`src/verilog/vmul_pkg.sv`:
```
// Shared widths, encodings and the instruction record of the multiply lane.
// One 64-bit word per micro-operation, vl counts elements and not words.
package vmul_pkg;

  typedef logic [63:0] elen_t;
  typedef logic [7:0]  strb_t;
  typedef logic [1:0]  ew_t;
  typedef logic [1:0]  vmul_op_t;
  typedef logic [6:0]  vlen_t;
  typedef logic [1:0]  vid_t;
  typedef logic [4:0]  vreg_t;
  typedef logic [7:0]  vaddr_t;
  typedef logic [3:0]  elem_cnt_t;

  // Element width codes
  localparam ew_t EW8  = 2'd0;
  localparam ew_t EW16 = 2'd1;
  localparam ew_t EW32 = 2'd2;
  localparam ew_t EW64 = 2'd3;

  // Supported integer multiply operations
  localparam vmul_op_t OP_VMUL   = 2'd0;
  localparam vmul_op_t OP_VMULH  = 2'd1;
  localparam vmul_op_t OP_VMULHU = 2'd2;
  localparam vmul_op_t OP_VMACC  = 2'd3;

  // Number of distinct instruction ids in flight
  localparam int unsigned NrVInsn = 4;

  typedef struct packed {
    vmul_op_t op;
    ew_t      vsew;
    vlen_t    vl;
    vreg_t    vd;
    vid_t     id;
    logic     use_scalar;
    elen_t    scalar;
  } vmul_insn_t;

  // Elements packed in one 64-bit word
  function automatic elem_cnt_t words_per_elem_cnt(ew_t vsew);
    case (vsew)
      EW8:     return elem_cnt_t'(8);
      EW16:    return elem_cnt_t'(4);
      EW32:    return elem_cnt_t'(2);
      default: return elem_cnt_t'(1);
    endcase
  endfunction

endpackage

```
`src/verilog/mul_req_if.sv`:
```
// Issue-to-multiplier channel, one word per transfer on valid and ready.
// cnt tags how many elements of the word are live.
`timescale 1ns/1ps

interface mul_req_if import vmul_pkg::*; ();

  logic      valid;
  logic      ready;
  vmul_op_t  op;
  ew_t       vsew;
  elen_t     a;
  elen_t     b;
  elen_t     c;
  elem_cnt_t cnt;

  modport issue (output valid, op, vsew, a, b, c, cnt, input ready);
  modport mul (input valid, op, vsew, a, b, c, cnt, output ready);

endinterface

```
`src/verilog/mul_issue.sv`:
```
// Issue stage, sends one word per micro-operation into the multiplier.
// vs2 is always read, vs1 only without a scalar, vd only for VMACC.
`timescale 1ns/1ps

module mul_issue import vmul_pkg::*; (
  input  logic         clk_i,
  input  logic         rst_ni,
  input  vmul_insn_t   insn_i,
  input  logic         insn_valid_i,
  input  elen_t  [2:0] operand_i,
  input  logic   [2:0] operand_valid_i,
  output logic   [2:0] operand_ready_o,
  output logic         issue_done_o,
  mul_req_if.issue     req
);

  logic       busy_q;
  vlen_t      cnt_q;
  vlen_t      remaining;
  elem_cnt_t  per_word;
  elem_cnt_t  word_cnt;
  logic [2:0] needed;
  elen_t      scalar_rep;
  logic       fire;

  // Broadcast the scalar into every element of the word
  always_comb begin
    case (insn_i.vsew)
      EW8:     scalar_rep = {8{insn_i.scalar[7:0]}};
      EW16:    scalar_rep = {4{insn_i.scalar[15:0]}};
      EW32:    scalar_rep = {2{insn_i.scalar[31:0]}};
      default: scalar_rep = insn_i.scalar;
    endcase
  end

  // A fresh instruction starts from its full vl
  assign remaining = busy_q ? cnt_q : insn_i.vl;
  assign per_word  = words_per_elem_cnt(insn_i.vsew);
  assign word_cnt  = (vlen_t'(per_word) > remaining) ? elem_cnt_t'(remaining) : per_word;

  // Slot order is vd, vs2, vs1
  assign needed = {insn_i.op == OP_VMACC, 1'b1, !insn_i.use_scalar};

  assign req.valid = insn_valid_i && ((operand_valid_i | ~needed) == 3'b111);
  assign req.op    = insn_i.op;
  assign req.vsew  = insn_i.vsew;
  assign req.a     = insn_i.use_scalar ? scalar_rep : operand_i[0];
  assign req.b     = operand_i[1];
  assign req.c     = operand_i[2];
  assign req.cnt   = word_cnt;

  assign fire            = req.valid && req.ready;
  assign operand_ready_o = fire ? needed : 3'b000;
  assign issue_done_o    = fire && (remaining == vlen_t'(word_cnt));

  always_ff @(posedge clk_i or negedge rst_ni) begin
    if (!rst_ni) begin
      busy_q <= 1'b0;
      cnt_q  <= '0;
    end else if (fire) begin
      busy_q <= !issue_done_o;
      cnt_q  <= remaining - vlen_t'(word_cnt);
    end
  end

endmodule

```
`src/flat_wrapper.sv`:
```
// flat-port wrapper written by rule: the top's interface ports become plain ports
module mul_issue_flat import vmul_pkg::*;
  (clk_i, rst_ni, insn_i, insn_valid_i, operand_i, operand_valid_i, operand_ready_o, issue_done_o, req_valid, req_op, req_vsew, req_a, req_b, req_c, req_cnt, req_ready);
  mul_req_if req_i ();
  input  logic clk_i;
  input  logic rst_ni;
  input  vmul_insn_t insn_i;
  input  logic insn_valid_i;
  input  elen_t  [2:0] operand_i;
  input  logic   [2:0] operand_valid_i;
  output logic   [2:0] operand_ready_o;
  output logic issue_done_o;
  output wire logic [$bits(req_i.valid)-1:0] req_valid;
  output wire logic [$bits(req_i.op)-1:0] req_op;
  output wire logic [$bits(req_i.vsew)-1:0] req_vsew;
  output wire logic [$bits(req_i.a)-1:0] req_a;
  output wire logic [$bits(req_i.b)-1:0] req_b;
  output wire logic [$bits(req_i.c)-1:0] req_c;
  output wire logic [$bits(req_i.cnt)-1:0] req_cnt;
  input wire logic [$bits(req_i.ready)-1:0] req_ready;
  assign req_valid = req_i.valid;
  assign req_op = req_i.op;
  assign req_vsew = req_i.vsew;
  assign req_a = req_i.a;
  assign req_b = req_i.b;
  assign req_c = req_i.c;
  assign req_cnt = req_i.cnt;
  assign req_i.ready = req_ready;
  mul_issue u_core (.clk_i(clk_i), .rst_ni(rst_ni), .insn_i(insn_i), .insn_valid_i(insn_valid_i), .operand_i(operand_i), .operand_valid_i(operand_valid_i), .operand_ready_o(operand_ready_o), .issue_done_o(issue_done_o), .req(req_i));
endmodule
```
`config.mk`:
```
export PLATFORM = sky130hd
export DESIGN_NAME = mul_issue_flat
export DESIGN_NICKNAME = d
export VERILOG_FILES = /design/src/verilog/vmul_pkg.sv /design/src/verilog/mul_req_if.sv /design/src/verilog/mul_issue.sv /design/src/flat_wrapper.sv
export SDC_FILE = /design/constraint.sdc
export NUM_CORES = 1
export LEC_CHECK = 0
export BUFFER_PORTS_ARGS = -buffer_cell sky130_fd_sc_hd__buf_2
export CORE_AREA = 2 2 189 191
export CTS_CLUSTER_SIZE = 25
export DETAILED_ROUTE_END_ITERATION = 12
export DIE_AREA = 0 0 191 193
export PLACE_DENSITY_LB_ADDON = 0.1
export SYNTH_ARGS = -nofsm -noshare
export SYNTH_HDL_FRONTEND = slang
export SYNTH_SLANG_ARGS = --single-unit
```
`constraint.sdc`:
```
create_clock -name clk_i -period 4.8 [get_ports clk_i]
set_input_delay 0.72 -clock clk_i [delete_from_list [all_inputs] [get_ports clk_i]]
set_output_delay 0.72 -clock clk_i [all_outputs]
set_load 0.005 [all_outputs]
```
After elaboration in Yosys (flattened, before gate mapping)
Cells that the tools add are included.

storage, ports and cells
  output and inout bits = 205
  bits of input ports = 282
  register bits = 8

operators by class
  multiplexer cells = 6
  add/sub/neg operators = 1
  order comparisons = 1
  eq/ne operators = 5
  bitwise gates (word level) = 2
  reduce and logical (&&, ||, !) cells = 6

operators with widths
  operator                                       number
  case mux 64 bit (3 select lines)               1
  2-to-1 mux 64 bit                              1
  case mux 4 bit (3 select lines)                1
  == test 7 x 4 -> 1 bit                         1
  > comparator 4 x 7 -> 1 bit                    1
  2-to-1 mux 7 bit                               1
  subtractor 7 x 4 -> 7 bit                      1
  == test 2 bit, second input constant           2
  2-to-1 mux 4 bit                               1
  == test 3 bit, second input constant           1
  logical AND 1 bit                              3
  2-to-1 mux 3 bit                               1
  NOT 3 bit                                      1
  bitwise OR 3 bit                               1
  == test 2 x 1 -> 1 bit, second input constant  1
  logical NOT 1 bit                              2
  logical NOT 2 bit                              1

Longest topological paths before layout
  depth in word-level cells = 8
  depth in mapped cells = 20
  gate-level depth less buffers = 18

Worst setup path before layout
No wires, ideal clock.

  kind = input-to-reg
  start = in insn_i[80] in the netlist's numbering
  end = reg u_core.cnt_q[6]
  path slack = 111 ps
  setup time = 128 ps
  arrival time = 4561 ps
  buffers on the path = 3
  cell stages on the path = 20
  cells stage by stage = clkbuf_1 -> clkbuf_1 -> buf_2 -> nor2b_1 -> ha_1 -> nand2_1 -> o211ai_1 -> a21oi_1 -> nor2_1 -> o31a_1 -> o21ai_1 -> ha_1 -> inv_1 -> fa_1 -> or3b_2 -> o211ai_1 -> a211oi_2 -> or2_1 -> o31ai_1 -> nor4_2

between the ends
  cells in the longest elaborated chain, start to end = 5

ends and longest elaborated chain
  item                                         RTL line            text
  start, declared                              flat_wrapper.sv:7   input vmul_insn_t insn_i;
  == test 2 bit, or another cell as far along  vmul_pkg.sv:42      case (vsew)
  case mux 4 bit (3 select lines) (*)          vmul_pkg.sv:42
  > comparator 4 x 7 -> 1 bit                  mul_issue.sv:39     assign word_cnt = (vlen_t'(per_word) > remaining) ? elem_cnt_t'(remaining) : per_word;
  2-to-1 mux 4 bit (*)                         mul_issue.sv:39
  named net req_cnt[0]                         flat_wrapper.sv:19  output wire logic [$bits(req_i.cnt)-1:0] req_cnt;
  subtractor 7 x 4 -> 7 bit (*)                mul_issue.sv:62     cnt_q <= remaining - vlen_t'(word_cnt);
  end signal, assigned                         mul_issue.sv:62
  end, declared                                mul_issue.sv:18     vlen_t cnt_q;

The timed path passes the listed nets; every way through them passes the cells marked *.
A chain may end at the register's enable or synchronous reset.

Final worst setup path
  start = in insn_i[73] in the netlist's numbering
  end = reg u_core.cnt_q[6]

between the ends
  cells in the longest elaborated chain, start to end = 4

ends and longest elaborated chain
  item                           RTL line         text
  2-to-1 mux 7 bit (*)           mul_issue.sv:37  assign remaining = busy_q ? cnt_q : insn_i.vl;
  > comparator 4 x 7 -> 1 bit    mul_issue.sv:39
  2-to-1 mux 4 bit               mul_issue.sv:39
  subtractor 7 x 4 -> 7 bit (*)  mul_issue.sv:62

Every way passes the cells marked *; elsewhere a longest branch is shown, timed or not.

==> results.yml <==
synth:
  syn_area_per_cell_um2: 6.662
  async_reset_ff_share_pct: 100.0
  yosys_warnings: 0
  synth_cells: 536
  synth_cell_types: 55
  yosysSeqAreaShare_pct: 5.606
  synth_area_um2: 3571
  synth_top_area_cell: "buf_4"
  synth_top_area_share_pct: 27.96
  synth_nets: 824
  synth_ff_type: "dfrtp_1"
  synth_edf_count: 0
  ys_ff_latch: 8
  ys_top_cells_by_area: "buf_4 (28%), a21oi_1 (11%), nor2_1 (9.0%)"
floorplan:
  rows: 69
  die_area_um2: 36860
  coreArea_um2: 34960
  floorplan.initialDensity_pct: 10.21
  die_y_um: 193
  io_pins: 487
  die_x_um: 191
global_routing:
  first_global_vias: 3845
  grt_max_degree: 64
  grt_first_pass_wirelength_um: 25780
  grt-busiest-layer: "met2"
  globalRouteOverflowTotal: 0
  track_usage_pct: 9.484
  grtUsageMet3_pct: 3.855
  grt_use_met1_pct: 10.05
  use_met2_pct: 18.10
  antenna_found_initial: 1
clock_tree:
  cts_made_buffers: 3
  clockRootBuffer: "clkbuf_16"
  cts_tree: "yes"
  clockBufferDepth: 2
  clk_pin_slew_ns: 0.04
  h-tree-depth: 1
  cts_setup_buffers: 0
  clkLatencyLatePin_ns: 0.23
  clock-sinks: 8
  post_cts_resized: 0
  hold_buffers: 0
layout:
  final_core_util_pct: 12.28
  final_cell_area_um2: 4295
  drive_gt1_share_pct: 43.19
  seq_area_um2: 200.2
  multi_input_area_um2: 2212
  area_growth_pct: 20.29
  nFillCells: 4169
  final_nets: 899
  diodes: 0
power_and_ir_drop:
  combinationalPowerShare_pct: 77.5
  p_seq_share_pct: 10.8
  switching_share_pct: 49.24
  p_sw_w: 0.0005898
  ir_worst_vdd_mv: 0.1324
  internal-power_w: 0.0006081
  pwr-share-clk_pct: 11.7
  p_per_area_nw_per_um2: 278.9
  p_leak_nw: 1.972
job:
  maxCapViolCount: 0
placement:
  place_congestion: 0.7046
  post_dp_cell_area_um2: 4220
  hpwl_um: 15700
  portBuffers: 223
worst_setup_path:
  reg2reg_depth: 17
  critPathCaptureType: "flop"
  path_max_fanout: 4
  crit_type: "primary input to flop"
  reg2reg_to: "u_core.cnt_q[6]"
  cp.arrival_ns: 4.37
  reg2reg_setup_slack_ns: 0.64
  cp-start-kind: "primary input"
  r2r_start: "u_core.busy_q"
  critPathRequiredTime_ns: 4.91
route:
  wirelength_um: 18650
  wire_per_inst_um: 17.43
  drc: 0
  first_iter_violations: 86
  vias: 3749
  via_per_inst: 3.504
  drtPass1Iterations: 4
  ant_nets: 0
timing:
  report.final.slew_viol_count: 0
  worst_slew_pin_slew_ns: 0.6511
  period_needed_ns: 4.260
  setup_viol: 0
  slew-limit-headroom_pct: 56.59
  hold_slack_ns: 0.3366
  finalCritPeriodShare_pct: 88.76
  hold_viol: 0
  setup_tns_ns: 0
  rsz0062_at_grt: "false"
  clock_skew_ns: 0.0008059
  fmax_mhz: 234.7
hold_path:
  hold_class: "primary input to asynchronous set/reset pin"
run_status:
  outcome: "completed"
-- layer usage --
| metal | routed length (µm) | vias up |
|---|---|---|
| met5 | 12 | - |
| met3 | 1777 | 14 |
| met1 | 6784 | 1664 |
| met2 | 9951 | 224 |
| met4 | 125 | 2 |
| li1 | - | 1845 |
-- cell usage in the layout, fill, tap and decap left out, types with 5 or more instances in the layout --
| cell type | count |
|---|---|
| mux2_1 | 15 |
| buf_2 | 222 |
| nand3b_1 | 8 |
| mux2_2 | 8 |
| nor2b_1 | 19 |
| ha_1 | 5 |
| inv_1 | 6 |
| o21ai_1 | 6 |
| nand2_1 | 32 |
| nor2_1 | 86 |
| dfrtp_1 | 8 |
| mux2i_1 | 20 |
| buf_4 | 12 |
| o211ai_1 | 9 |
| nor3_1 | 11 |
| a21oi_1 | 78 |
| a31oi_1 | 8 |
-- how the worst max path moves through the flow --
stage | from | to | slack, ns | cells past startpoint
global placement | insn_i[73] | u_core.cnt_q[6] | 0.22 | 18
detailed placement | insn_i[73] | u_core.cnt_q[6] | 0.26 | 18
global route | insn_i[73] | u_core.cnt_q[6] | 0.18 | 18
CTS | insn_i[73] | u_core.cnt_q[6] | 0.48 | 18
finish | insn_i[73] | u_core.cnt_q[6] | 0.54 | 18
floorplan | insn_i[80] | u_core.cnt_q[6] | 0.11 | 20
-- registers in the layout, indices dropped and copies added, names as in the netlist --
signal	cells
u_core.busy_q	1
u_core.cnt_q	7
-- cells by family (layout without fill, tap and decap cells) --
family	count (synthesis)	after routing	share of synthesized area, %
AOI/OAI and AO/OA	121	121	20.22
xor gates and xnor gates	4	4	0.9813
adders and majority gates	6	6	2.313
buffers and inverters	172	245	32.45
DFF	8	8	5.606
muxes	46	46	14.09
and+or+nand+nor	179	179	24.35
-- worst max-delay path, cell delays in order --
cell and delay, ns:
buf_2 0.10, mux2i_1 0.31, ha_1 0.32, nand2_1 0.08
o211ai_1 0.10, a21oi_1 0.16, nor2_1 0.05, o31a_1 0.27
o21ai_1 0.19, ha_1 0.17, inv_1 0.08, fa_1 0.45
or3b_2 0.46, o211ai_1 0.12, a211oi_2 0.10, or2_1 0.28
o31ai_1 0.32, nor4_2 0.07
-- area by class of cell --
class | instances | share of cell area, %
Clock buffer | 3 | 1.748
Inverter | 8 | 0.6991
Multi-Input combinational cell | 356 | 51.50
Sequential cell | 8 | 4.661
Tap cell | 461 | 13.43
Timing Repair Buffer | 234 | 27.96
-- metrics by stage --
step	instances	total power [W]	setup slack [ns]
after floorplan	536	0.0008323	0.1115
after global placement	1067	0.001098	0.2170
after detailed placement	1067	0.001087	0.2645
after CTS	1070	0.001233	0.4751
after global routing	1070	0.001339	0.1829
final	1070	0.001198	0.5397
-- power groups by stage --
| stage | Sequential [W] | Combinational (W) | Clock, W |
|---|---|---|---|
| 4_1_cts | 0.000131 | 0.000959 | 0.000143 |
| 2_1_floorplan | 0.000119 | 0.000713 | 0 |
| 5_1_grt | 0.000135 | 0.00105 | 0.000149 |
| 6_report | 0.000130 | 0.000928 | 0.000140 |
| 3_3_place_gp | 0.000133 | 0.000965 | 0 |
| 3_5_place_dp | 0.000132 | 0.000955 | 0 |
-- synth_stat cells (2+ instances only) --
cell type / instances
buf_4: 133
nor2_1: 86
a21oi_1: 78
nand2_1: 32
clkbuf_1: 24
mux2i_1: 20
nor2b_1: 19
mux2_1: 15
nor3_1: 11
o211ai_1: 9
a31oi_1: 8
dfrtp_1: 8
mux2_2: 8
nand3b_1: 8
inv_1: 6
o21ai_1: 6
buf_2: 5
ha_1: 5
and3_1: 3
nand3_1: 3
o21a_1: 3
o21ai_0: 3
a2111oi_2: 2
and2_1: 2
inv_2: 2
mux2_4: 2
nand2b_1: 2
nor2_2: 2
o211a_1: 2
or2_1: 2
xnor2_1: 2
xor2_1: 2
Power figures use the tool's default switching activity.
