[src/verilog/vmul_pkg.sv]
// Shared widths, encodings and the instruction record of the multiply lane.
// One 64-bit word per micro-operation, vl counts elements and not words.
package vmul_pkg;

  typedef logic [63:0] elen_t;
  typedef logic [7:0]  strb_t;
  typedef logic [1:0]  ew_t;
  typedef logic [1:0]  vmul_op_t;
  typedef logic [6:0]  vlen_t;
  typedef logic [1:0]  vid_t;
  typedef logic [4:0]  vreg_t;
  typedef logic [7:0]  vaddr_t;
  typedef logic [3:0]  elem_cnt_t;

  // Element width codes
  localparam ew_t EW8  = 2'd0;
  localparam ew_t EW16 = 2'd1;
  localparam ew_t EW32 = 2'd2;
  localparam ew_t EW64 = 2'd3;

  // Supported integer multiply operations
  localparam vmul_op_t OP_VMUL   = 2'd0;
  localparam vmul_op_t OP_VMULH  = 2'd1;
  localparam vmul_op_t OP_VMULHU = 2'd2;
  localparam vmul_op_t OP_VMACC  = 2'd3;

  // Number of distinct instruction ids in flight
  localparam int unsigned NrVInsn = 4;

  typedef struct packed {
    vmul_op_t op;
    ew_t      vsew;
    vlen_t    vl;
    vreg_t    vd;
    vid_t     id;
    logic     use_scalar;
    elen_t    scalar;
  } vmul_insn_t;

  // Elements packed in one 64-bit word
  function automatic elem_cnt_t words_per_elem_cnt(ew_t vsew);
    case (vsew)
      EW8:     return elem_cnt_t'(8);
      EW16:    return elem_cnt_t'(4);
      EW32:    return elem_cnt_t'(2);
      default: return elem_cnt_t'(1);
    endcase
  endfunction

endpackage

[src/verilog/vinsn_queue.sv]
// In-order instruction queue with issue, processing and commit phases.
// Fullness is decided by the commit count, so a slot frees only at commit.
`timescale 1ns/1ps

module vinsn_queue import vmul_pkg::*; #(
  parameter int unsigned InsnQueueDepth = 4
) (
  input  logic       clk_i,
  input  logic       rst_ni,
  input  vmul_insn_t insn_i,
  input  logic       insn_valid_i,
  output logic       insn_ready_o,
  output vmul_insn_t issue_insn_o,
  output logic       issue_valid_o,
  input  logic       issue_done_i,
  output vmul_insn_t proc_insn_o,
  output logic       proc_valid_o,
  input  logic       process_done_i,
  output vmul_insn_t commit_insn_o,
  output logic       commit_valid_o,
  input  logic       commit_done_i
);

  localparam int unsigned PtrW = (InsnQueueDepth > 1) ? $clog2(InsnQueueDepth) : 1;

  typedef logic [PtrW-1:0] ptr_t;
  typedef logic [PtrW:0]   cnt_t;

  vmul_insn_t insn_q [InsnQueueDepth];

  ptr_t accept_pnt_q, issue_pnt_q, proc_pnt_q, commit_pnt_q;
  cnt_t issue_cnt_q, proc_cnt_q, commit_cnt_q;
  logic accept;

  function automatic ptr_t bump(ptr_t p);
    return (p == ptr_t'(InsnQueueDepth - 1)) ? '0 : p + ptr_t'(1);
  endfunction

  assign insn_ready_o = (commit_cnt_q != cnt_t'(InsnQueueDepth));
  assign accept       = insn_valid_i && insn_ready_o;

  assign issue_insn_o   = insn_q[issue_pnt_q];
  assign issue_valid_o  = (issue_cnt_q != '0);
  assign proc_insn_o    = insn_q[proc_pnt_q];
  assign proc_valid_o   = (proc_cnt_q != '0);
  assign commit_insn_o  = insn_q[commit_pnt_q];
  assign commit_valid_o = (commit_cnt_q != '0);

  // Instruction storage
  always_ff @(posedge clk_i) begin
    if (accept) begin
      insn_q[accept_pnt_q] <= insn_i;
    end
  end

  always_ff @(posedge clk_i or negedge rst_ni) begin
    if (!rst_ni) begin
      accept_pnt_q <= '0;
      issue_pnt_q  <= '0;
      proc_pnt_q   <= '0;
      commit_pnt_q <= '0;
      issue_cnt_q  <= '0;
      proc_cnt_q   <= '0;
      commit_cnt_q <= '0;
    end else begin
      if (accept) accept_pnt_q <= bump(accept_pnt_q);
      if (issue_done_i) issue_pnt_q <= bump(issue_pnt_q);
      if (process_done_i) proc_pnt_q <= bump(proc_pnt_q);
      if (commit_done_i) commit_pnt_q <= bump(commit_pnt_q);
      // Every accepted instruction is pending in all three phases
      issue_cnt_q  <= issue_cnt_q + cnt_t'(accept) - cnt_t'(issue_done_i);
      proc_cnt_q   <= proc_cnt_q + cnt_t'(accept) - cnt_t'(process_done_i);
      commit_cnt_q <= commit_cnt_q + cnt_t'(accept) - cnt_t'(commit_done_i);
    end
  end

endmodule

[config.mk]
export PLATFORM = sky130hd
export DESIGN_NAME = vinsn_queue
export DESIGN_NICKNAME = d
export VERILOG_FILES = /design/src/verilog/vmul_pkg.sv /design/src/verilog/vinsn_queue.sv
export SDC_FILE = /design/constraint.sdc
export NUM_CORES = 1
export LEC_CHECK = 0
export BUFFER_PORTS_ARGS = -buffer_cell sky130_fd_sc_hd__buf_2
export CAP_MARGIN = 20
export CORE_ASPECT_RATIO = 0.7
export CORE_MARGIN = 2
export CORE_UTILIZATION = 54
export DETAILED_ROUTE_END_ITERATION = 8
export GPL_TIMING_DRIVEN = 0
export PLACE_DENSITY = 0.79
export SLEW_MARGIN = 20
export SYNTH_ARGS = -nofsm -noshare
export SYNTH_HDL_FRONTEND = slang
export SYNTH_SLANG_ARGS = --single-unit
export TNS_END_PERCENT = 50
[constraint.sdc]
create_clock -name clk_i -period 4.25 [get_ports clk_i]
set_input_delay 0.425 -clock clk_i [delete_from_list [all_inputs] [get_ports clk_i]]
set_output_delay 0.425 -clock clk_i [all_outputs]
set_load 0.005 [all_outputs]
# Word-level counts from Yosys, hierarchy flattened
# Memories as Yosys holds them, arrays and structs flattened.
# Index checks and enable logic that the tools add are counted.
# classes
eq_ne	5
addsub	10
mux	6
reduce_logical	4
# ops
operator	count
$add A3 B1 Y3	3
$reduce_bool A3 Y1	3
$sub A3 B1 Y3	3
$add A2 B1 Y2 const B	4
$eq A2 B2 Y1 const B	4
$mux W2	4
$ne A3 B3 Y1 const B	1
$mux W1	2
$logic_and A1 B1 Y1	1
# totals
n_memories	1
inputBits	89
ramBits	332
output_inout_bits	253
regBits	17
# memory_table
name	words	word_bits	rd	rd_clocked_by_memory_dff	write_ports	line	source
insn_q	4	83	3	0	1	vinsn_queue.sv:29	vmul_insn_t insn_q [InsnQueueDepth];

# Depth between registers and ports, before layout
# depth
word_depth	4
ltp_mapped	9

# Worst setup path before layout
# Ideal clock, no wire load.
# synth_timing
path_type	register to register
start	register commit_cnt_q[2]
end	memory insn_q[0][0] (netlist name), enable pin
n_path_buf	0
slack_ps	1153
setup_time_ps	451
path_stages_with_launch	3
t_arrival_ps	2646
cell_sequence	dfrtp_1 > nor3b_1 > and3b_1
# synth_between
elab_chain_len	4
# synth_lines
element	line	source
start: declaration	vinsn_queue.sv:32	cnt_t issue_cnt_q, proc_cnt_q, commit_cnt_q;
start signal: assignment	vinsn_queue.sv:73	commit_cnt_q <= commit_cnt_q + cnt_t'(accept) - cnt_t'(commit_done_i);
$ne A3 B3 Y1	vinsn_queue.sv:39	assign insn_ready_o = (commit_cnt_q != cnt_t'(InsnQueueDepth));
$logic_and A1 B1 Y1	vinsn_queue.sv:40	assign accept = insn_valid_i && insn_ready_o;
$mux W1	vinsn_queue.sv:51	if (accept) begin
$mux W1 (not written as such)	vinsn_queue.sv:52	insn_q[accept_pnt_q] <= insn_i;
end: declaration	vinsn_queue.sv:29	
# No other way between the ends.

# Final worst setup path
# layout_timing
start	register commit_cnt_q[1]
end	register proc_cnt_q[2]
# layout_between
elab_chain_len	4
# layout_lines
element	line	source
$ne A3 B3 Y1	vinsn_queue.sv:39	
$logic_and A1 B1 Y1	vinsn_queue.sv:40	
$add A3 B1 Y3	vinsn_queue.sv:72	proc_cnt_q <= proc_cnt_q + cnt_t'(accept) - cnt_t'(process_done_i);
$sub A3 B1 Y3	vinsn_queue.sv:72	
end signal: assignment	vinsn_queue.sv:72	
end: declaration	vinsn_queue.sv:32	
# No other way between the ends.
# A chain may end at the register's enable or synchronous reset.

==> impl_results.html <==
<table>
<tr><th>Metric</th><th>Value</th></tr>
<tr><th colspan="2">Worst setup path</th></tr>
<tr><td>Critical path peak fanout</td><td>8</td></tr>
<tr><td>Delay of the slowest cell on the worst path</td><td>700 ps</td></tr>
<tr><td>Crit path arrival time</td><td>about 3200 ps</td></tr>
<tr><td>CP endpoint kind</td><td>flop</td></tr>
<tr><td>Req. time, crit path</td><td>between 4000 and 5000 ps</td></tr>
<tr><td>Critical-path cell list</td><td>nor3b_1 -&gt; nand2b_1 -&gt; ha_1 -&gt; inv_1 -&gt; ha_1 -&gt; inv_1 -&gt; fa_1 -&gt; xnor2_1 -&gt; xnor2_1</td></tr>
<tr><td>Worst Path Buf+Inv</td><td>2</td></tr>
<tr><td>Launching element type of the critical path</td><td>flop</td></tr>
<tr><td>Worst-path cell with the longest stage delay</td><td>nor3b_1</td></tr>
<tr><td>Kind of critical path</td><td>flop to flop</td></tr>
<tr><td>Crit path max-delay family</td><td>simple AND/OR/NAND/NOR gates</td></tr>
<tr><th colspan="2">STA</th></tr>
<tr><td>Number of endpoints failing setup at the final stage</td><td>0</td></tr>
<tr><td>Relative slew slack</td><td>45.0%</td></tr>
<tr><td>Period utilization</td><td>~64%</td></tr>
<tr><td>Post-layout worst setup margin</td><td>between 1500 and 2000 ps</td></tr>
<tr><td>Actual slew at the worst max-slew pin</td><td>approximately 800 ps</td></tr>
<tr><td>Final critical delay including setup and external delays</td><td>roughly 2700 ps</td></tr>
<tr><td>Layout Skew</td><td>between 10 and 15 ps</td></tr>
<tr><td>Worst slack on hold paths</td><td>~110 ps</td></tr>
<tr><td>Hold violation count in the final report</td><td>0</td></tr>
<tr><td>Max-slew violation total from the final report</td><td>0</td></tr>
<tr><td>Maximum frequency from static timing analysis</td><td>between 300 and 400 MHz</td></tr>
<tr><td>Final-layout setup total negative slack</td><td>0 ps</td></tr>
<tr><td>Unrepaired setup endpoints after global routing</td><td>false</td></tr>
<tr><th colspan="2">Floorplan</th></tr>
<tr><td>Area enclosed by the die boundary</td><td>around 33000 µm²</td></tr>
<tr><td>I/O Pins</td><td>around 340</td></tr>
<tr><td>Starting utilization of the core area</td><td>54.9%</td></tr>
<tr><td>Die height</td><td>about 150 µm</td></tr>
<tr><td>X dimension of the die</td><td>217 µm</td></tr>
<tr><td>Std-Cell Rows</td><td>54</td></tr>
<tr><td>Core outline area</td><td>31100 µm²</td></tr>
<tr><th colspan="2">Routing</th></tr>
<tr><td>Residual DRC count</td><td>0</td></tr>
<tr><td>1st-pass router iterations</td><td>5</td></tr>
<tr><td>Routed wirelength normalized by instance count</td><td>roughly 27 µm</td></tr>
<tr><td>Via density</td><td>~6.3</td></tr>
<tr><td>Routed wire length</td><td>between 40 and 50 mm</td></tr>
<tr><td>Vias</td><td>9806</td></tr>
<tr><td>First DRT Iteration DRCs</td><td>~910</td></tr>
<tr><td>Final antenna-violating net count</td><td>0</td></tr>
<tr><th colspan="2">Place</th></tr>
<tr><td>PortBufs</td><td>about 340</td></tr>
<tr><td>Pre-CTS setup slack</td><td>1550 ps</td></tr>
<tr><td>Placed instance area</td><td>a little under 20000 µm²</td></tr>
<tr><td>HPWL Detailed</td><td>around 29 mm</td></tr>
<tr><td>Routability congestion estimate from global placement</td><td>0.784</td></tr>
<tr><th colspan="2">Yosys</th></tr>
<tr><td>Mapped Avg Cell Area</td><td>23.9 µm²</td></tr>
<tr><td>Fraction of registers with async set or reset after synthesis</td><td>under 10%</td></tr>
<tr><td>Top cell type by total area after synthesis</td><td>edfxtp_1</td></tr>
<tr><td>Count leader, synth</td><td>edfxtp_1</td></tr>
<tr><td>Share of synthesized area occupied by flip-flops and latches</td><td>60.8%</td></tr>
<tr><td>Synth top area share</td><td>just under 60%</td></tr>
<tr><td>YS warnings</td><td>0</td></tr>
<tr><td>Mapped Nets</td><td>between 800 and 900</td></tr>
<tr><td>Yosys cell types</td><td>25</td></tr>
<tr><td>Number of enable-type register cells in the synthesized netlist</td><td>332</td></tr>
<tr><td>Top post-synthesis cells by area</td><td>edfxtp_1, mux4_2, dfrtp_1</td></tr>
<tr><td>Post-synthesis instance area</td><td>17100 µm²</td></tr>
<tr><td>Commonest cells in the netlist</td><td>edfxtp_1, mux4_2, buf_2</td></tr>
<tr><td>Commonest register cell after synthesis</td><td>edfxtp_1</td></tr>
<tr><td>Post-synthesis instance total</td><td>~720</td></tr>
<tr><td>Register bit total from synthesis</td><td>~350</td></tr>
<tr><th colspan="2">Power and ir drop</th></tr>
<tr><td>Net Sw Frac</td><td>about 34%</td></tr>
<tr><td>Part of the total power dissipated in combinational logic</td><td>49.8%</td></tr>
<tr><td>Net load switching power</td><td>approximately 5400 µW</td></tr>
<tr><td>VDD IR max</td><td>approximately 0.45 mV</td></tr>
<tr><td>Sequential share of power</td><td>31.3%</td></tr>
<tr><td>Power density over the cells</td><td>770 nW/µm²</td></tr>
<tr><td>P_int</td><td>approximately 11000 µW</td></tr>
<tr><td>Cell leakage power</td><td>0.00732 µW</td></tr>
<tr><td>Clock share of power</td><td>roughly a fifth</td></tr>
<tr><th colspan="2">Clocking</th></tr>
<tr><td>Insertion delay of the later-clocked pin in the worst-skew pair</td><td>roughly 520 ps</td></tr>
<tr><td>Clk slew on worst S/H paths</td><td>about 70 ps</td></tr>
<tr><td>CTS tree</td><td>yes</td></tr>
<tr><td># Post-CTS Setup Buffers</td><td>0</td></tr>
<tr><td>Number of sinks handled by clock tree synthesis</td><td>approximately 350</td></tr>
<tr><td>Deepest level of the CTS H-tree</td><td>2</td></tr>
<tr><td>Maximum clock insertion buffer count</td><td>3</td></tr>
<tr><td>Number of buffers inserted during clock tree synthesis</td><td>36</td></tr>
<tr><td>Root buf cell</td><td>clkbuf_16</td></tr>
<tr><th colspan="2">Global route</th></tr>
<tr><td>Via count of the first global-routing pass</td><td>approximately 10000</td></tr>
<tr><td>Total congestion overflow</td><td>0</td></tr>
<tr><td>GRT Total Usage</td><td>between 20% and 30%</td></tr>
<tr><td>Wire length of the first global-routing pass</td><td>roughly 64 mm</td></tr>
<tr><td>Largest net degree at the start of global routing</td><td>35</td></tr>
<tr><td>Initial antenna violation count</td><td>5</td></tr>
<tr><th colspan="2">Finish</th></tr>
<tr><td>Final core utilization</td><td>between 60% and 70%</td></tr>
<tr><td>Fin nets</td><td>1208</td></tr>
<tr><td>Fraction of layout instances using a drive strength above 1</td><td>62.7%</td></tr>
<tr><td>Area overhead of the layout relative to synthesis</td><td>20.7%</td></tr>
<tr><td>Area of all placed cells without fillers</td><td>20600 µm²</td></tr>
<tr><th colspan="2">Run</th></tr>
<tr><td>MaxCap Viol Count</td><td>0</td></tr>
<tr><th colspan="2">Min path</th></tr>
<tr><td>Worst Hold Class</td><td>primary input to flop</td></tr>
<tr><th colspan="2">Run status</th></tr>
<tr><td>Result of the run</td><td>completed</td></tr>
</table>
flip-flops by register name (all words and copies together) (netlist names):
| register | cells |
|---|---|
| insn_q | 332 |
| issue_pnt_q | 2 |
| proc_cnt_q | 3 |
| commit_pnt_q | 2 |
| proc_pnt_q | 2 |
| issue_cnt_q | 3 |
| accept_pnt_q | 2 |
| commit_cnt_q | 3 |
power by group through the flow:
stage | sequential [µW] | combinational (µW) | clock (µW)
floorplan | 4950 | 4940 | 0
global placement | 5110 | 7820 | 0
detailed placement | 5050 | 7990 | 0
CTS | 4980 | 8030 | 3060
global route | 5070 | 8440 | 3190
finish | 4980 | 7930 | 3000
layout by cell type (no fill, tap or decap):
master / instances
buf_2: 362
edfxtp_1: 332
mux4_2: 249
clkbuf_16: 39
buf_12: 23
dfrtp_1: 17
clkbuf_1: 16
ha_1: 13
inv_1: 12
buf_4: 9
mux2_2: 6
diode_2: 5
xnor2_1: 5
clkinv_2: 5
clkinv_1: 5
and3b_4: 4
buf_6: 3
buf_8: 3
nand2b_1: 3
or3_1: 3
nor2_1: 3
fa_1: 3
o211ai_1: 2
nor3b_1: 1
xor2_1: 1
or3b_2: 1
or4bb_1: 1
nand2_1: 1
nand4bb_1: 1
bufinv_16: 1
clkinvlp_4: 1
clkbuf_8: 1
dlygate4sd3_1: 1
logic make-up after synthesis:
logic type / synth area share, %
XOR/XNOR: 0.307
multiplexers: 33.2
buffers and inverters: 3.62
AO/OA/AOI/OAI: 0.0877
flip-flops: 60.8
AND/OR/NAND/NOR: 0.739
adder cells (fa/ha/maj): 1.30
metal layers:
| metal | GRT usage (%) | share of wire (%) | vias to the layer above | routed length [µm] |
|---|---|---|---|---|
| li1 | - | - | 4015 | - |
| met1 | 37.3 | 39 | 5171 | 16500 |
| met2 | 40.7 | 49 | 550 | 20500 |
| met3 | 6.15 | 9.7 | 68 | 4060 |
| met4 | 7.31 | 2.2 | 2 | 939 |
| met5 | 0 | 0.031 | - | 13 |
through the flow:
stage / power [µW] / instances
after floorplan: 9890 / 715
after detailed placement: 13000 / 1484
final: 15900 / 1552
after CTS: 16100 / 1547
after global routing: 16700 / 1550
after global placement: 12900 / 1476
worst register-to-register path, delay by kind of cell, from the launching register on:
family / cells / cell delay, ps
XOR/XNOR: 2 / 310
adder cells (fa/ha/maj): 3 / 780
buffers and inverters: 2 / 110
flip-flops: 1 / 450
AND/OR/NAND/NOR: 2 / 980
layout make-up:
type | instances | area [µm²]
antenna | 5 | 12.5
buffer | 57 | 574
clock buffer | 50 | 1030
clock inverter | 12 | 81.3
fill | 2077 | 10500
inverter | 12 | 45.0
multi-input combinational | 297 | 6110
sequential | 349 | 10400
tap | 420 | 526
timing repair buffer | 350 | 1880
timing repair:
action / in CTS / in global routing
resized for setup: 0 / 0
hold endpoints to repair: 17 / 0
hold buffers: 1 / 0
final timing paths:
check / cells after the start / endpoint / slack (ps) / start
max: 9 / proc_cnt_q[2] / 1530 / commit_cnt_q[1]
min: 1 / insn_q[3][24] / 110 / insn_i[24]
max reg2reg: 9 / proc_cnt_q[2] / 1530 / commit_cnt_q[1]
min reg2reg: 1 / proc_cnt_q[2] / 470 / proc_cnt_q[2]
max in group asynchronous: 2 / accept_pnt_q[1] / 3570 / rst_ni
min in group asynchronous: 2 / proc_cnt_q[0] / 380 / rst_ni
No activity file was read; power rests on OpenSTA's default activity.
