===== config.mk =====
export PLATFORM = sky130hd
export DESIGN_NAME = result_queue
export DESIGN_NICKNAME = d
export VERILOG_FILES = /design/src/verilog/vmul_pkg.sv /design/src/verilog/result_queue.sv
export SDC_FILE = /design/constraint.sdc
export NUM_CORES = 1
export LEC_CHECK = 0
export BUFFER_PORTS_ARGS = -buffer_cell sky130_fd_sc_hd__buf_2
export CAP_MARGIN = 5
export CELL_PAD_IN_SITES_DETAIL_PLACEMENT = 1
export CELL_PAD_IN_SITES_GLOBAL_PLACEMENT = 1
export CORE_UTILIZATION = 39
export CTS_CLUSTER_DIAMETER = 40
export DETAILED_ROUTE_END_ITERATION = 12
export GPL_ROUTABILITY_DRIVEN = 0
export PLACE_DENSITY_LB_ADDON = 0.1
export SLEW_MARGIN = 20
export SYNTH_ARGS = -nofsm -noshare
export SYNTH_HDL_FRONTEND = slang
export SYNTH_SLANG_ARGS = --single-unit

===== constraint.sdc =====
create_clock -name clk_i -period 6.8 [get_ports clk_i]
set_input_delay 0 -clock clk_i [delete_from_list [all_inputs] [get_ports clk_i]]
set_output_delay 0 -clock clk_i [all_outputs]
set_load 0.02 [all_outputs]

===== src/verilog/vmul_pkg.sv =====
// Shared widths, encodings and the instruction record of the multiply lane.
// One 64-bit word per micro-operation, vl counts elements and not words.
package vmul_pkg;

  typedef logic [63:0] elen_t;
  typedef logic [7:0]  strb_t;
  typedef logic [1:0]  ew_t;
  typedef logic [1:0]  vmul_op_t;
  typedef logic [6:0]  vlen_t;
  typedef logic [1:0]  vid_t;
  typedef logic [4:0]  vreg_t;
  typedef logic [7:0]  vaddr_t;
  typedef logic [3:0]  elem_cnt_t;

  // Element width codes
  localparam ew_t EW8  = 2'd0;
  localparam ew_t EW16 = 2'd1;
  localparam ew_t EW32 = 2'd2;
  localparam ew_t EW64 = 2'd3;

  // Supported integer multiply operations
  localparam vmul_op_t OP_VMUL   = 2'd0;
  localparam vmul_op_t OP_VMULH  = 2'd1;
  localparam vmul_op_t OP_VMULHU = 2'd2;
  localparam vmul_op_t OP_VMACC  = 2'd3;

  // Number of distinct instruction ids in flight
  localparam int unsigned NrVInsn = 4;

  typedef struct packed {
    vmul_op_t op;
    ew_t      vsew;
    vlen_t    vl;
    vreg_t    vd;
    vid_t     id;
    logic     use_scalar;
    elen_t    scalar;
  } vmul_insn_t;

  // Elements packed in one 64-bit word
  function automatic elem_cnt_t words_per_elem_cnt(ew_t vsew);
    case (vsew)
      EW8:     return elem_cnt_t'(8);
      EW16:    return elem_cnt_t'(4);
      EW32:    return elem_cnt_t'(2);
      default: return elem_cnt_t'(1);
    endcase
  endfunction

endpackage


===== src/verilog/result_queue.sv =====
// Tags multiplier words with address and byte enables, buffers them and
// writes them back on request/grant. Words arrive in instruction order.
`timescale 1ns/1ps

module result_queue import vmul_pkg::*; #(
  parameter int unsigned ResultQueueDepth = 2,
  parameter int unsigned WordsPerVreg     = 8
) (
  input  logic               clk_i,
  input  logic               rst_ni,
  input  vmul_insn_t         proc_insn_i,
  input  logic               proc_valid_i,
  output logic               process_done_o,
  input  vmul_insn_t         commit_insn_i,
  input  logic               commit_valid_i,
  output logic               commit_done_o,
  input  logic               in_valid_i,
  output logic               in_ready_o,
  input  elen_t              in_word_i,
  output logic               result_req_o,
  output vid_t               result_id_o,
  output vaddr_t             result_addr_o,
  output elen_t              result_wdata_o,
  output strb_t              result_be_o,
  input  logic               result_gnt_i,
  output logic [NrVInsn-1:0] insn_done_o
);

  localparam int unsigned PtrW = (ResultQueueDepth > 1) ? $clog2(ResultQueueDepth) : 1;

  typedef struct packed {
    vid_t   id;
    vaddr_t addr;
    elen_t  wdata;
    strb_t  be;
  } payload_t;

  payload_t        mem_q [ResultQueueDepth];
  logic [PtrW-1:0] wr_pnt_q, rd_pnt_q;
  logic [PtrW:0]   cnt_q;
  logic            push, pop;
  logic            proc_busy_q, commit_busy_q;
  vlen_t           proc_cnt_q, commit_cnt_q;
  vlen_t           proc_left, commit_left, proc_word_idx;
  elem_cnt_t       proc_per_word, proc_n, commit_per_word, commit_n, proc_bytes;
  payload_t        entry;

  // Processing side, elements still expected from the multiplier
  assign proc_left     = proc_busy_q ? proc_cnt_q : proc_insn_i.vl;
  assign proc_per_word = words_per_elem_cnt(proc_insn_i.vsew);
  assign proc_n        = (vlen_t'(proc_per_word) > proc_left) ? elem_cnt_t'(proc_left)
                                                               : proc_per_word;
  assign proc_word_idx = (proc_insn_i.vl - proc_left) >> (2'd3 - proc_insn_i.vsew);
  assign proc_bytes    = elem_cnt_t'(proc_n << proc_insn_i.vsew);

  assign entry.id    = proc_insn_i.id;
  assign entry.addr  = vaddr_t'(proc_insn_i.vd) * vaddr_t'(WordsPerVreg) + vaddr_t'(proc_word_idx);
  assign entry.wdata = in_word_i;
  assign entry.be    = strb_t'((9'd1 << proc_bytes) - 9'd1);

  assign in_ready_o     = (cnt_q != (PtrW+1)'(ResultQueueDepth)) && proc_valid_i;
  assign push           = in_valid_i && in_ready_o;
  assign process_done_o = push && (proc_left == vlen_t'(proc_n));

  // Write-back side
  assign result_req_o   = (cnt_q != '0);
  assign result_id_o    = mem_q[rd_pnt_q].id;
  assign result_addr_o  = mem_q[rd_pnt_q].addr;
  assign result_wdata_o = mem_q[rd_pnt_q].wdata;
  assign result_be_o    = mem_q[rd_pnt_q].be;
  assign pop            = result_req_o && result_gnt_i;

  assign commit_left     = commit_busy_q ? commit_cnt_q : commit_insn_i.vl;
  assign commit_per_word = words_per_elem_cnt(commit_insn_i.vsew);
  assign commit_n        = (vlen_t'(commit_per_word) > commit_left) ? elem_cnt_t'(commit_left)
                                                                     : commit_per_word;
  assign commit_done_o   = pop && commit_valid_i && (commit_left == vlen_t'(commit_n));

  always_comb begin
    insn_done_o                   = '0;
    insn_done_o[commit_insn_i.id] = commit_done_o;
  end

  always_ff @(posedge clk_i) begin
    if (push) begin
      mem_q[wr_pnt_q] <= entry;
    end
  end

  always_ff @(posedge clk_i or negedge rst_ni) begin
    if (!rst_ni) begin
      wr_pnt_q      <= '0;
      rd_pnt_q      <= '0;
      cnt_q         <= '0;
      proc_busy_q   <= 1'b0;
      proc_cnt_q    <= '0;
      commit_busy_q <= 1'b0;
      commit_cnt_q  <= '0;
    end else begin
      if (push) begin
        wr_pnt_q    <= (wr_pnt_q == PtrW'(ResultQueueDepth - 1)) ? '0 : wr_pnt_q + 1'b1;
        proc_busy_q <= !process_done_o;
        proc_cnt_q  <= proc_left - vlen_t'(proc_n);
      end
      if (pop) begin
        rd_pnt_q      <= (rd_pnt_q == PtrW'(ResultQueueDepth - 1)) ? '0 : rd_pnt_q + 1'b1;
        commit_busy_q <= !commit_done_o;
        commit_cnt_q  <= commit_left - vlen_t'(commit_n);
      end
      cnt_q <= cnt_q + (PtrW+1)'(push) - (PtrW+1)'(pop);
    end
  end

endmodule


# ---- Word level (Yosys, flattened, before mapping)
# Memories as Yosys holds them, arrays and structs flattened.
# Cells that the tools add are included.
dict set report word_totals {
  inputBits 236
  register_bits 20
  word_cells 57
  mem_count 1
  out_inout_bits 90
  mem_bits_rw 164
}
# name words width read_ports rd_ports_with_merged_regs write_ports line_no
set mem_list {}
lappend mem_list {mem_q 2 82 1 0 1 result_queue.sv:38} ;# payload_t mem_q [ResultQueueDepth];
dict set report classes {
  n_mux 12
  n_reduce_logical 12
  n_lt_le_gt_ge 4
  n_bitwise 1
  n_shift 3
  n_eq_ne 7
  n_addsub 10
}
# operator count
set ops {}
lappend ops {{4-bit case mux with 3 select lines} 2}
lappend ops {{7-bit by 4-bit equality test with 1-bit output} 2}
lappend ops {{4-bit by 7-bit > comparator with 1-bit output} 2}
lappend ops {{7-bit two-way mux} 2}
lappend ops {{7-bit by 4-bit subtractor with 7-bit output} 2}
lappend ops {{8-bit by 7-bit adder with 8-bit output} 1}
lappend ops {{4-bit two-way mux} 2}
lappend ops {{1-bit by 4-bit << shifter with 8-bit output, first input constant} 1}
lappend ops {{8-bit by 1-bit subtractor with 8-bit output, second input constant} 1}
lappend ops {{1-bit logical AND} 7}
lappend ops {{7-bit by 2-bit right shift with 7-bit output} 1}
lappend ops {{7-bit subtractor} 1}
lappend ops {{1-bit two-way mux} 5}
lappend ops {{4-bit AND} 1}
lappend ops {{2-bit by 1-bit equality test with 1-bit output, second input constant} 2}
lappend ops {{2-bit equality test, second input constant} 2}
lappend ops {{2-bit zero test} 2}
lappend ops {{4-bit by 2-bit << shifter with 4-bit output} 1}
lappend ops {{2-bit by 3-bit < comparator with 1-bit output, second input constant} 1}
lappend ops {{1-bit adder, second input constant} 2}
lappend ops {{2-bit by 1-bit adder with 2-bit output} 1}
lappend ops {{1-bit demux with 2-bit select} 1}
lappend ops {{2-bit by 1-bit greater-or-equal comparator with 1-bit output, second input constant} 1}
lappend ops {{1-bit zero test} 2}
lappend ops {{4 further kinds} 4}

# ---- Longest topological paths before layout
# Gate-level depths: netlist of run 1.
dict set report depth {
  word_depth 7
  depth_mapped 17
  ltp_nobuf 16
}

# ---- Worst setup path before layout of run 1
# No wires, ideal clock.
dict set report synth_path {
  kind {flip-flop to flip-flop}
  startpoint {reg cnt_q[1]}
  endpoint {mem mem_q[0][0] (netlist name), enable pin}
  required_time_ps 6277
  n_path_buf 0
  stages_incl_launch_ff 5
  setup_ps 523
  slack_ps 2001
  synth_period_minus_slack_ps 4799
  arrival_ps 4276
  path_cell_list {dfrtp_1 -> inv_1 -> o211a_1 -> clkinv_1 -> nor2_1}
}
dict set report synth_between {
  elab_chain_len 5
}
# element line_no
set synth_lines {}
lappend synth_lines {{start: declaration} result_queue.sv:40} ;# logic [PtrW:0] cnt_q;
lappend synth_lines {{start signal: assignment} result_queue.sv:110} ;# cnt_q <= cnt_q + (PtrW+1)'(push) - (PtrW+1)'(pop);
lappend synth_lines {{2-bit != test} result_queue.sv:61} ;# assign in_ready_o = (cnt_q != (PtrW+1)'(ResultQueueDepth)) && proc_valid_i;
lappend synth_lines {{1-bit logical AND} result_queue.sv:61}
lappend synth_lines {{1-bit logical AND} result_queue.sv:62} ;# assign push = in_valid_i && in_ready_o;
lappend synth_lines {{1-bit two-way mux} result_queue.sv:85} ;# if (push) begin
lappend synth_lines {{1-bit two-way mux (not written as such)} result_queue.sv:86} ;# mem_q[wr_pnt_q] <= entry;
lappend synth_lines {{end: declaration} result_queue.sv:38}
# Every way passes these cells.

# ---- Worst setup path in the final report of run 1
dict set report layout_path {
  startpoint {reg commit_busy_q}
  endpoint {out insn_done_o[0]}
}
dict set report layout_between {
  elab_chain_len 6
}
# element line_no
set layout_lines {}
lappend layout_lines {{start: declaration} result_queue.sv:42} ;# logic proc_busy_q, commit_busy_q;
lappend layout_lines {{start signal: assignment} result_queue.sv:107} ;# commit_busy_q <= !commit_done_o;
lappend layout_lines {{7-bit two-way mux (*)} result_queue.sv:73} ;# assign commit_left = commit_busy_q ? commit_cnt_q : commit_insn_i.vl;
lappend layout_lines {{4-bit by 7-bit > comparator with 1-bit output} result_queue.sv:75} ;# assign commit_n = (vlen_t'(commit_per_word) > commit_left) ? elem_cnt_t'(commit_left)
lappend layout_lines {{4-bit two-way mux} result_queue.sv:75}
lappend layout_lines {{7-bit by 4-bit equality test with 1-bit output (*)} result_queue.sv:77} ;# assign commit_done_o = pop && commit_valid_i && (commit_left == vlen_t'(commit_n));
lappend layout_lines {{1-bit logical AND (*)} result_queue.sv:77}
lappend layout_lines {{4-bit AND (no source line) (*)} n/a}
lappend layout_lines {{end: declaration} result_queue.sv:26} ;# output logic [NrVInsn-1:0] insn_done_o
# Mark *: on every way between the ends. The rest lies on a longest branch, timed or not.

==> flow_summary.rst, run 1 <==
.. list-table::
   :header-rows: 1

   * - Metric
     - Value
   * - Outcome
     - completed
   * - Most numerous cell types in the synthesized netlist
     - edfxtp_1 (164), mux2_2 (89), inv_1 (32)
   * - Floorplan die width
     - about 150 um
   * - Height of the chip
     - about 150 um
   * - Antenna Nets Post-Route
     - 0
   * - Synthesized Nets
     - roughly 840
   * - Initial antenna violation count
     - 0
   * - Clock transition at the register clock pins on the worst setup and hold paths after CTS
     - approximately 0.070 ns
   * - Clock tree from TritonCTS
     - done
   * - Switching portion of total power
     - 0.378
   * - Clock sink count
     - 184
   * - Count of pins over their slew limit
     - 0
   * - Leak pwr
     - roughly 0.0043 uW
   * - Maximum vdd ir drop
     - 0.163 mV
   * - Share of synthesized area occupied by flip-flops and latches
     - 0.636
   * - Level count of the clock H-tree
     - 4
   * - Unrepaired setup endpoints after global routing
     - no
   * - HPWL after detailed placement
     - approximately 14,000 um
   * - Filler Cell Count
     - between 2,000 and 2,500
   * - Register-to-register setup slack
     - approximately 2.4 ns
   * - Cell chosen for the clock root
     - clkbuf_16
   * - Starting density of the core
     - 0.402
   * - Largest buffer count on any clock path
     - 2
   * - Required @ worst endpoint
     - 6.80 ns
   * - I/O Buffers
     - 186
   * - Cell types occupying the most area after synthesis
     - edfxtp_1 (58%), mux2_2 (12%), dfrtp_1 (5.9%)
   * - Number of cells upsized or downsized after cts
     - 0
   * - Number of iterations in the first detailed-routing pass
     - 4
   * - Chain of cells forming the critical path
     - mux2_2, inv_1, ha_1, nor2b_1, o21a_1, o21ai_0, a21oi_1, mux2i_1, ha_1, nand3_1, nor4_1, nor3b_1, buf_2
   * - Reported max-cap violation count
     - 0
   * - Critical Path Slowest Stage Cell
     - dfrtp_1
   * - Timing-limited maximum frequency
     - 0.224 GHz
   * - IO Count
     - between 300 and 400
   * - Skew final
     - around 0.013 ns
   * - Internal
     - about 2700 uW
   * - Vias in the first global route
     - 6,060
   * - Number of endpoints with negative hold slack in the final report
     - 0
   * - Diodes inserted
     - 0
   * - Actual transition at the worst max-transition pin
     - around 1.1 ns
   * - Most common cell in the synthesized netlist
     - edfxtp_1
   * - Headroom to the max-slew limit
     - 0.293
   * - NumNets Final
     - approximately 1,100
   * - Hold wc startpoint
     - commit_valid_i
   * - Number of enable flip-flop cells after synthesis
     - ~160
   * - Max Fanout on Critical Path
     - 16
   * - Total CTS buffers
     - 17
   * - Number of cells on the worst hold path
     - 4
   * - Power density over the cells
     - 399 mW/mm^2
   * - Placeable core region
     - about 0.021 mm^2
   * - Routed WL
     - around 20,000 um
   * - Synthesis-to-layout area growth
     - 29.9%
   * - Final setup TNS
     - 0 ns
   * - Async set-reset flop share out of synthesis
     - 0.109
   * - Met3 routing resource usage after global routing
     - 0.0409
   * - Cell count after synthesis
     - between 500 and 600
   * - Crit Path Class
     - reg2out
   * - Global routing met2 resource utilization
     - 0.315
   * - Remaining global-route overflow
     - 0
   * - Number of vias in the routed layout
     - roughly 5,700
   * - Clock latency on the worst-skew pair
     - 0.43 ns
   * - Reg-to-reg startpoint
     - proc_busy_q$_DFFE_PN0P_
   * - Die area
     - between 0.02 and 0.025 mm^2
   * - Worst flop-to-flop path endpoint
     - proc_cnt_q[6]$_DFFE_PN0P_
   * - Main synth FF type
     - edfxtp_1
   * - R2R cell count
     - 15
   * - Routed length per placed instance
     - ~18 um
   * - Largest net degree at the start of global routing
     - 77
   * - Fraction of final layout cells with drive strength greater than 1
     - 0.381
   * - Area fraction of the dominant cell type after synthesis
     - 0.577
   * - Endpoint of the worst hold-timing path
     - commit_busy_q$_DFFE_PN0P_
   * - Final count of negative-setup-slack endpoints
     - 0
   * - Std cell rows
     - 53
   * - Remaining DRCs
     - 0
   * - Yosys warning count
     - 0
   * - Total of flip-flops plus latches after synthesis
     - between 150 and 200
   * - Critical Path AT
     - between 4 and 5 ns
   * - Most Used Layer, Global Route
     - met2
   * - Netlist area before placement
     - 0.00853 mm^2
   * - Reg power frac
     - 0.357
   * - Via density per instance
     - roughly 5.1
   * - CP most frequent cell
     - ha_1
   * - Overall Global Routing Usage
     - 0.185
   * - Post-synth cell types
     - just over 60
   * - Final worst-path cycle share
     - 0.657
   * - Worst hold path class
     - in2reg
   * - Sort of element at the start of the critical path
     - register
   * - Storage element area
     - between 0.005 and 0.006 mm^2
   * - Clk pwr share
     - 0.219
   * - Yosys top cell by area
     - edfxtp_1
   * - Worst Setup End Kind
     - primary output
   * - Sw power
     - around 1700 uW
   * - Met1 track demand over resource in global routing
     - 0.231
   * - Area after detailed placement
     - between 0.009 and 0.01 mm^2
   * - Min Tclk post-route
     - roughly 4.5 ns
   * - Worst setup path startpoint
     - commit_busy_q$_DFFE_PN0P_
   * - Logic pwr share
     - 0.425
   * - Area taken by multi-input logic gates
     - ~0.0029 mm^2
   * - Final cell area excluding filler cells
     - approximately 0.011 mm^2
   * - DRC violation total after the first TritonRoute iteration
     - about 200
   * - Critical path's largest stage delay
     - 0.69 ns
   * - Hold buffer count at CTS
     - 73
   * - Syn Area/Cell
     - between 10 and 15 um^2
   * - Setup Buffers After CTS
     - 0
   * - First-pass GRT wire length
     - 31,300 um
cell type report:
type | instances | share of cell area
Timing Repair Buffer | 262 | 0.152
Inverter | 33 | 0.0112
Clock buffer | 17 | 0.0384
Sequential cell | 184 | 0.490
Clock inverter | 15 | 0.0146
Tap cell | 275 | 0.0310
Multi-Input combinational cell | 340 | 0.263
metal layers:
metal	vias up	wire length, um
met5	-	0
met4	0	232
met3	21	1080
met2	155	9940
met1	2834	9070
li1	2707	-
state kept, by name, summed over array words and instances (netlist names):
name,count
mem_q,164
commit_cnt_q,7
proc_cnt_q,7
cnt_q,2
commit_busy_q,1
proc_busy_q,1
rd_pnt_q,1
wr_pnt_q,1
how the worst max path moves through the flow:
stage / endpoint / slack [ns] / cells after the start
after floorplan: mem_q[0][0]$_DFFE_PP_ / 2.00 / 4
after global placement: mem_q[0][79]$_DFFE_PP_ / 2.47 / 14
after detailed placement: proc_cnt_q[6]$_DFFE_PN0P_ / 2.41 / 15
after CTS: insn_done_o[0] / 2.28 / 13
after global routing: insn_done_o[0] / 1.94 / 13
final: insn_done_o[0] / 2.33 / 13
logic make-up after synthesis:
kind of cell	count (synthesis)	synth area share
flops	184	0.636
mux	106	0.140
simple gates	97	0.0582
compound gates	82	0.0666
buf+inv	50	0.0243
fa+ha+maj	33	0.0519
xor+xnor	22	0.0235
power by group through the flow:
stage,combinational (uW),sequential (uW),clock [uW]
2_1_floorplan,1390,1550,0
3_3_place_gp,1790,1590,0
3_5_place_dp,1850,1610,0
4_1_cts,1890,1580,996
5_1_grt,2070,1600,1030
6_report,1880,1580,967
placed cells by master, fill, tap and decap left out, drive strengths merged, types with 10 or more instances in the layout:
cell type / Yosys / layout
a21oi: 21 / 21
buf: 4 / 189
clkbuf: 13 / 17
dfrtp: 20 / 20
dlygate4sd3: 0 / 73
edfxtp: 164 / 164
ha: 29 / 29
inv: 32 / 39
mux2: 89 / 89
mux2i: 16 / 16
nand2: 27 / 27
nor2: 23 / 23
nor2b: 10 / 10
o21ai: 14 / 14
xnor2: 16 / 16
worst max-delay path: cells and delay by family, from the launching register on:
family	cells	cell delay [ns]
multiplexers	2	0.65
AND/OR/NAND/NOR	4	1.08
AO/OA/AOI/OAI	3	0.72
flip-flops	1	0.69
adder cells (fa/ha/maj)	2	0.58
buffers and inverters	2	0.30
per-stage QoR:
stage | cells | total power, uW | util | hold slack, ns | worst slack [ns]
floorplan | 574 | 2940 | - | -0.296 | 2.00
global route | 1126 | 4700 | 0.522 | 0.0434 | 1.94
finish | 1126 | 4420 | 0.522 | 0.0119 | 2.33
detailed placement | 1021 | 3460 | 0.460 | -0.0130 | 2.41
global placement | 1021 | 3390 | 0.460 | -0.0205 | 2.47
CTS | 1126 | 4470 | 0.522 | 0.00751 | 2.28
Power figures use the tool's default switching activity.
==> run 2: changes to the inputs <==
Settings changed: CORE_UTILIZATION 39 to 35.
Clock period 6.8 ns to 4.1 ns, I/O delays scaled along.
==> flow_summary.rst, run 2 (synthesis gave the netlist of run 1 again) <==
.. list-table::
   :header-rows: 1

   * - Metric
     - Value
   * - Logic pwr share
     - 0.425
   * - Total CTS buffers
     - 17
   * - Final worst hold slack
     - ~0.063 ns
   * - Skew final
     - between 0.01 and 0.015 ns
   * - Unrepaired setup endpoints after global routing
     - no
   * - I/O Buffers
     - between 150 and 200
   * - Overall Global Routing Usage
     - 0.160
   * - Storage element area
     - roughly 0.0054 mm^2
   * - Number of vias in the routed layout
     - 5,716
   * - Cell chosen for the clock root
     - clkbuf_16
   * - Worst Setup End Kind
     - register
   * - Max Fanout on Critical Path
     - 10
   * - Maximum vdd ir drop
     - roughly 0.28 mV
   * - Top routing layer used
     - met4
   * - Layout Utilization
     - 0.477
   * - Number of endpoints with negative hold slack in the final report
     - 0
   * - Vias in the first global route
     - just over 6,000
   * - Min Tclk post-route
     - around 3.8 ns
   * - Critical Path AT
     - slightly above 4 ns
   * - Level count of the clock H-tree
     - 4
   * - Floorplan die width
     - 158 um
   * - Initial antenna violation count
     - 0
   * - Largest buffer count on any clock path
     - 2
   * - Filler Cell Count
     - about 2,400
   * - Count of pins over their slew limit
     - 0
   * - Area taken by multi-input logic gates
     - between 0.002 and 0.003 mm^2
   * - Sort of element at the start of the critical path
     - register
   * - Worst setup margin
     - approximately 0.29 ns
   * - Synthesis-to-layout area growth
     - 32.3%
   * - Routed length per placed instance
     - between 15 and 20 um
   * - Most common cell after layout, fill and taps aside
     - buf_2
   * - Starting density of the core
     - 0.360
   * - Wire length on met2
     - around 9700 um
   * - Internal
     - roughly 4600 uW
   * - First-pass GRT wire length
     - between 30,000 and 40,000 um
   * - Remaining global-route overflow
     - 0
   * - Final count of negative-setup-slack endpoints
     - 0
   * - Met1 WL
     - ~9000 um
   * - NumNets Final
     - around 1,100
   * - HPWL after detailed placement
     - about 14,000 um
   * - Post-place setup slack
     - between 0.06 and 0.07 ns
   * - Timing-limited maximum frequency
     - 0.263 GHz
   * - Clk pwr share
     - 0.213
   * - Fraction of final layout cells with drive strength greater than 1
     - 0.395
   * - Std cell rows
     - 56
   * - Clock transition at the register clock pins on the worst setup and hold paths after CTS
     - 0.08 ns
   * - Largest registers ranked by flip-flop count
     - mem_q (164), commit_cnt_q (7), proc_cnt_q (7)
   * - Largest net degree at the start of global routing
     - 83
   * - Height of the chip
     - about 160 um
   * - Sw power
     - ~2800 uW
   * - Max reg flops
     - 164
   * - Actual transition at the worst max-transition pin
     - 0.960 ns
   * - Register with the most flip-flops
     - mem_q
   * - Headroom to the max-slew limit
     - 0.360
   * - Worst hold path class
     - in2async
   * - Reported max-cap violation count
     - 0
   * - IO Count
     - ~330
   * - Final worst-path cycle share
     - 0.929
   * - Diodes inserted
     - 0
   * - Commonest cells after routing, fill and taps aside
     - buf_2 (186), edfxtp_1 (164), mux2_2 (89)
   * - Total met3 wirelength after detailed routing
     - roughly 1000 um
   * - Required @ worst endpoint
     - between 4 and 5 ns
   * - Switching portion of total power
     - 0.374
   * - Die area
     - about 0.025 mm^2
   * - Clock sink count
     - 184
   * - Clock tree from TritonCTS
     - done
   * - Number of iterations in the first detailed-routing pass
     - 4
   * - Leak pwr
     - roughly 0.0044 uW
   * - Routed WL
     - between 20,000 and 25,000 um
   * - Placeable core region
     - approximately 0.024 mm^2
   * - Via density per instance
     - 4.83
   * - Crit Path Class
     - reg2reg
   * - DRC violation total after the first TritonRoute iteration
     - between 200 and 250
   * - Clock latency on the worst-skew pair
     - about 0.42 ns
   * - Antenna Nets Post-Route
     - 0
   * - Reg power frac
     - 0.361
   * - Power density over the cells
     - ~660 mW/mm^2
   * - Remaining DRCs
     - 0
   * - Outcome
     - completed
-- run 2: worst paths after layout --
path | cells past startpoint | to | start | slack [ns]
setup / recovery | 16 | proc_cnt_q[6]$_DFFE_PN0P_ | proc_busy_q$_DFFE_PN0P_ | 0.29
hold / removal | 2 | commit_cnt_q[4]$_DFFE_PN0P_ | rst_ni | 0.06
setup reg to reg | 16 | proc_cnt_q[6]$_DFFE_PN0P_ | proc_busy_q$_DFFE_PN0P_ | 0.29
hold reg to reg | 2 | commit_cnt_q[2]$_DFFE_PN0P_ | commit_cnt_q[2]$_DFFE_PN0P_ | 0.49
max in group asynchronous | 2 | rd_pnt_q$_DFFE_PN0P_ | rst_ni | 3.65
min in group clk_i | 3 | mem_q[0][78]$_DFFE_PP_ | proc_insn_i[70] | 0.07
-- run 2: power by group through the flow --
stage	Clock [uW]	Combinational, uW	Sequential [uW]
global placement	0	3000	2710
finish	1580	3150	2680
detailed placement	0	3080	2730
floorplan	0	2310	2570
CTS	1640	3150	2690
global route	1700	3490	2720
-- run 2: per-stage QoR --
step / instances / TNS (ns) / instance area [um^2] / total power (uW)
6_report: 1183 / 0 / 11300 / 7410
3_5_place_dp: 1075 / 0 / 9930 / 5800
3_3_place_gp: 1075 / 0 / 9930 / 5710
5_1_grt: 1183 / 0 / 11300 / 7910
2_1_floorplan: 574 / -114.69 / 8540 / 4880
4_1_cts: 1180 / 0 / 11300 / 7470
-- run 2: final cells by class --
cell class,instances,area share
timing repair buffer,276,0.161
multi-input combinational,340,0.260
inverter,33,0.0110
tap,319,0.0353
sequential,184,0.481
clock buffer,17,0.0377
clock inverter,14,0.0140
-- run 2: per-layer routing --
metal | vias up | global-route usage
met5 | - | 0
met4 | 0 | 0.0458
met3 | 16 | 0.0318
met2 | 149 | 0.280
met1 | 2815 | 0.201
li1 | 2736 | -
-- run 2: what timing repair did --
item | CTS | global route
hold buffers | 74 | 0
setup buffers | 0 | 3
setup endpoints to repair | 0 | 7
resized for setup | 0 | 5
endpoints found under the hold margin | 161 | 0
-- run 2: worst max-delay path: stages, from the launching register on --
cell      delay (ns)
dfrtp_2         0.39
buf_4           0.19
mux2_2          0.40
inv_1           0.11
ha_1            0.28
a21oi_1         0.22
a211oi_1        0.12
buf_4           0.17
o21ai_0         0.17
ha_1            0.19
inv_1           0.05
fa_1            0.39
a21o_1          0.20
a221oi_2        0.36
or2_2           0.17
a21oi_1         0.06
a311oi_1        0.21
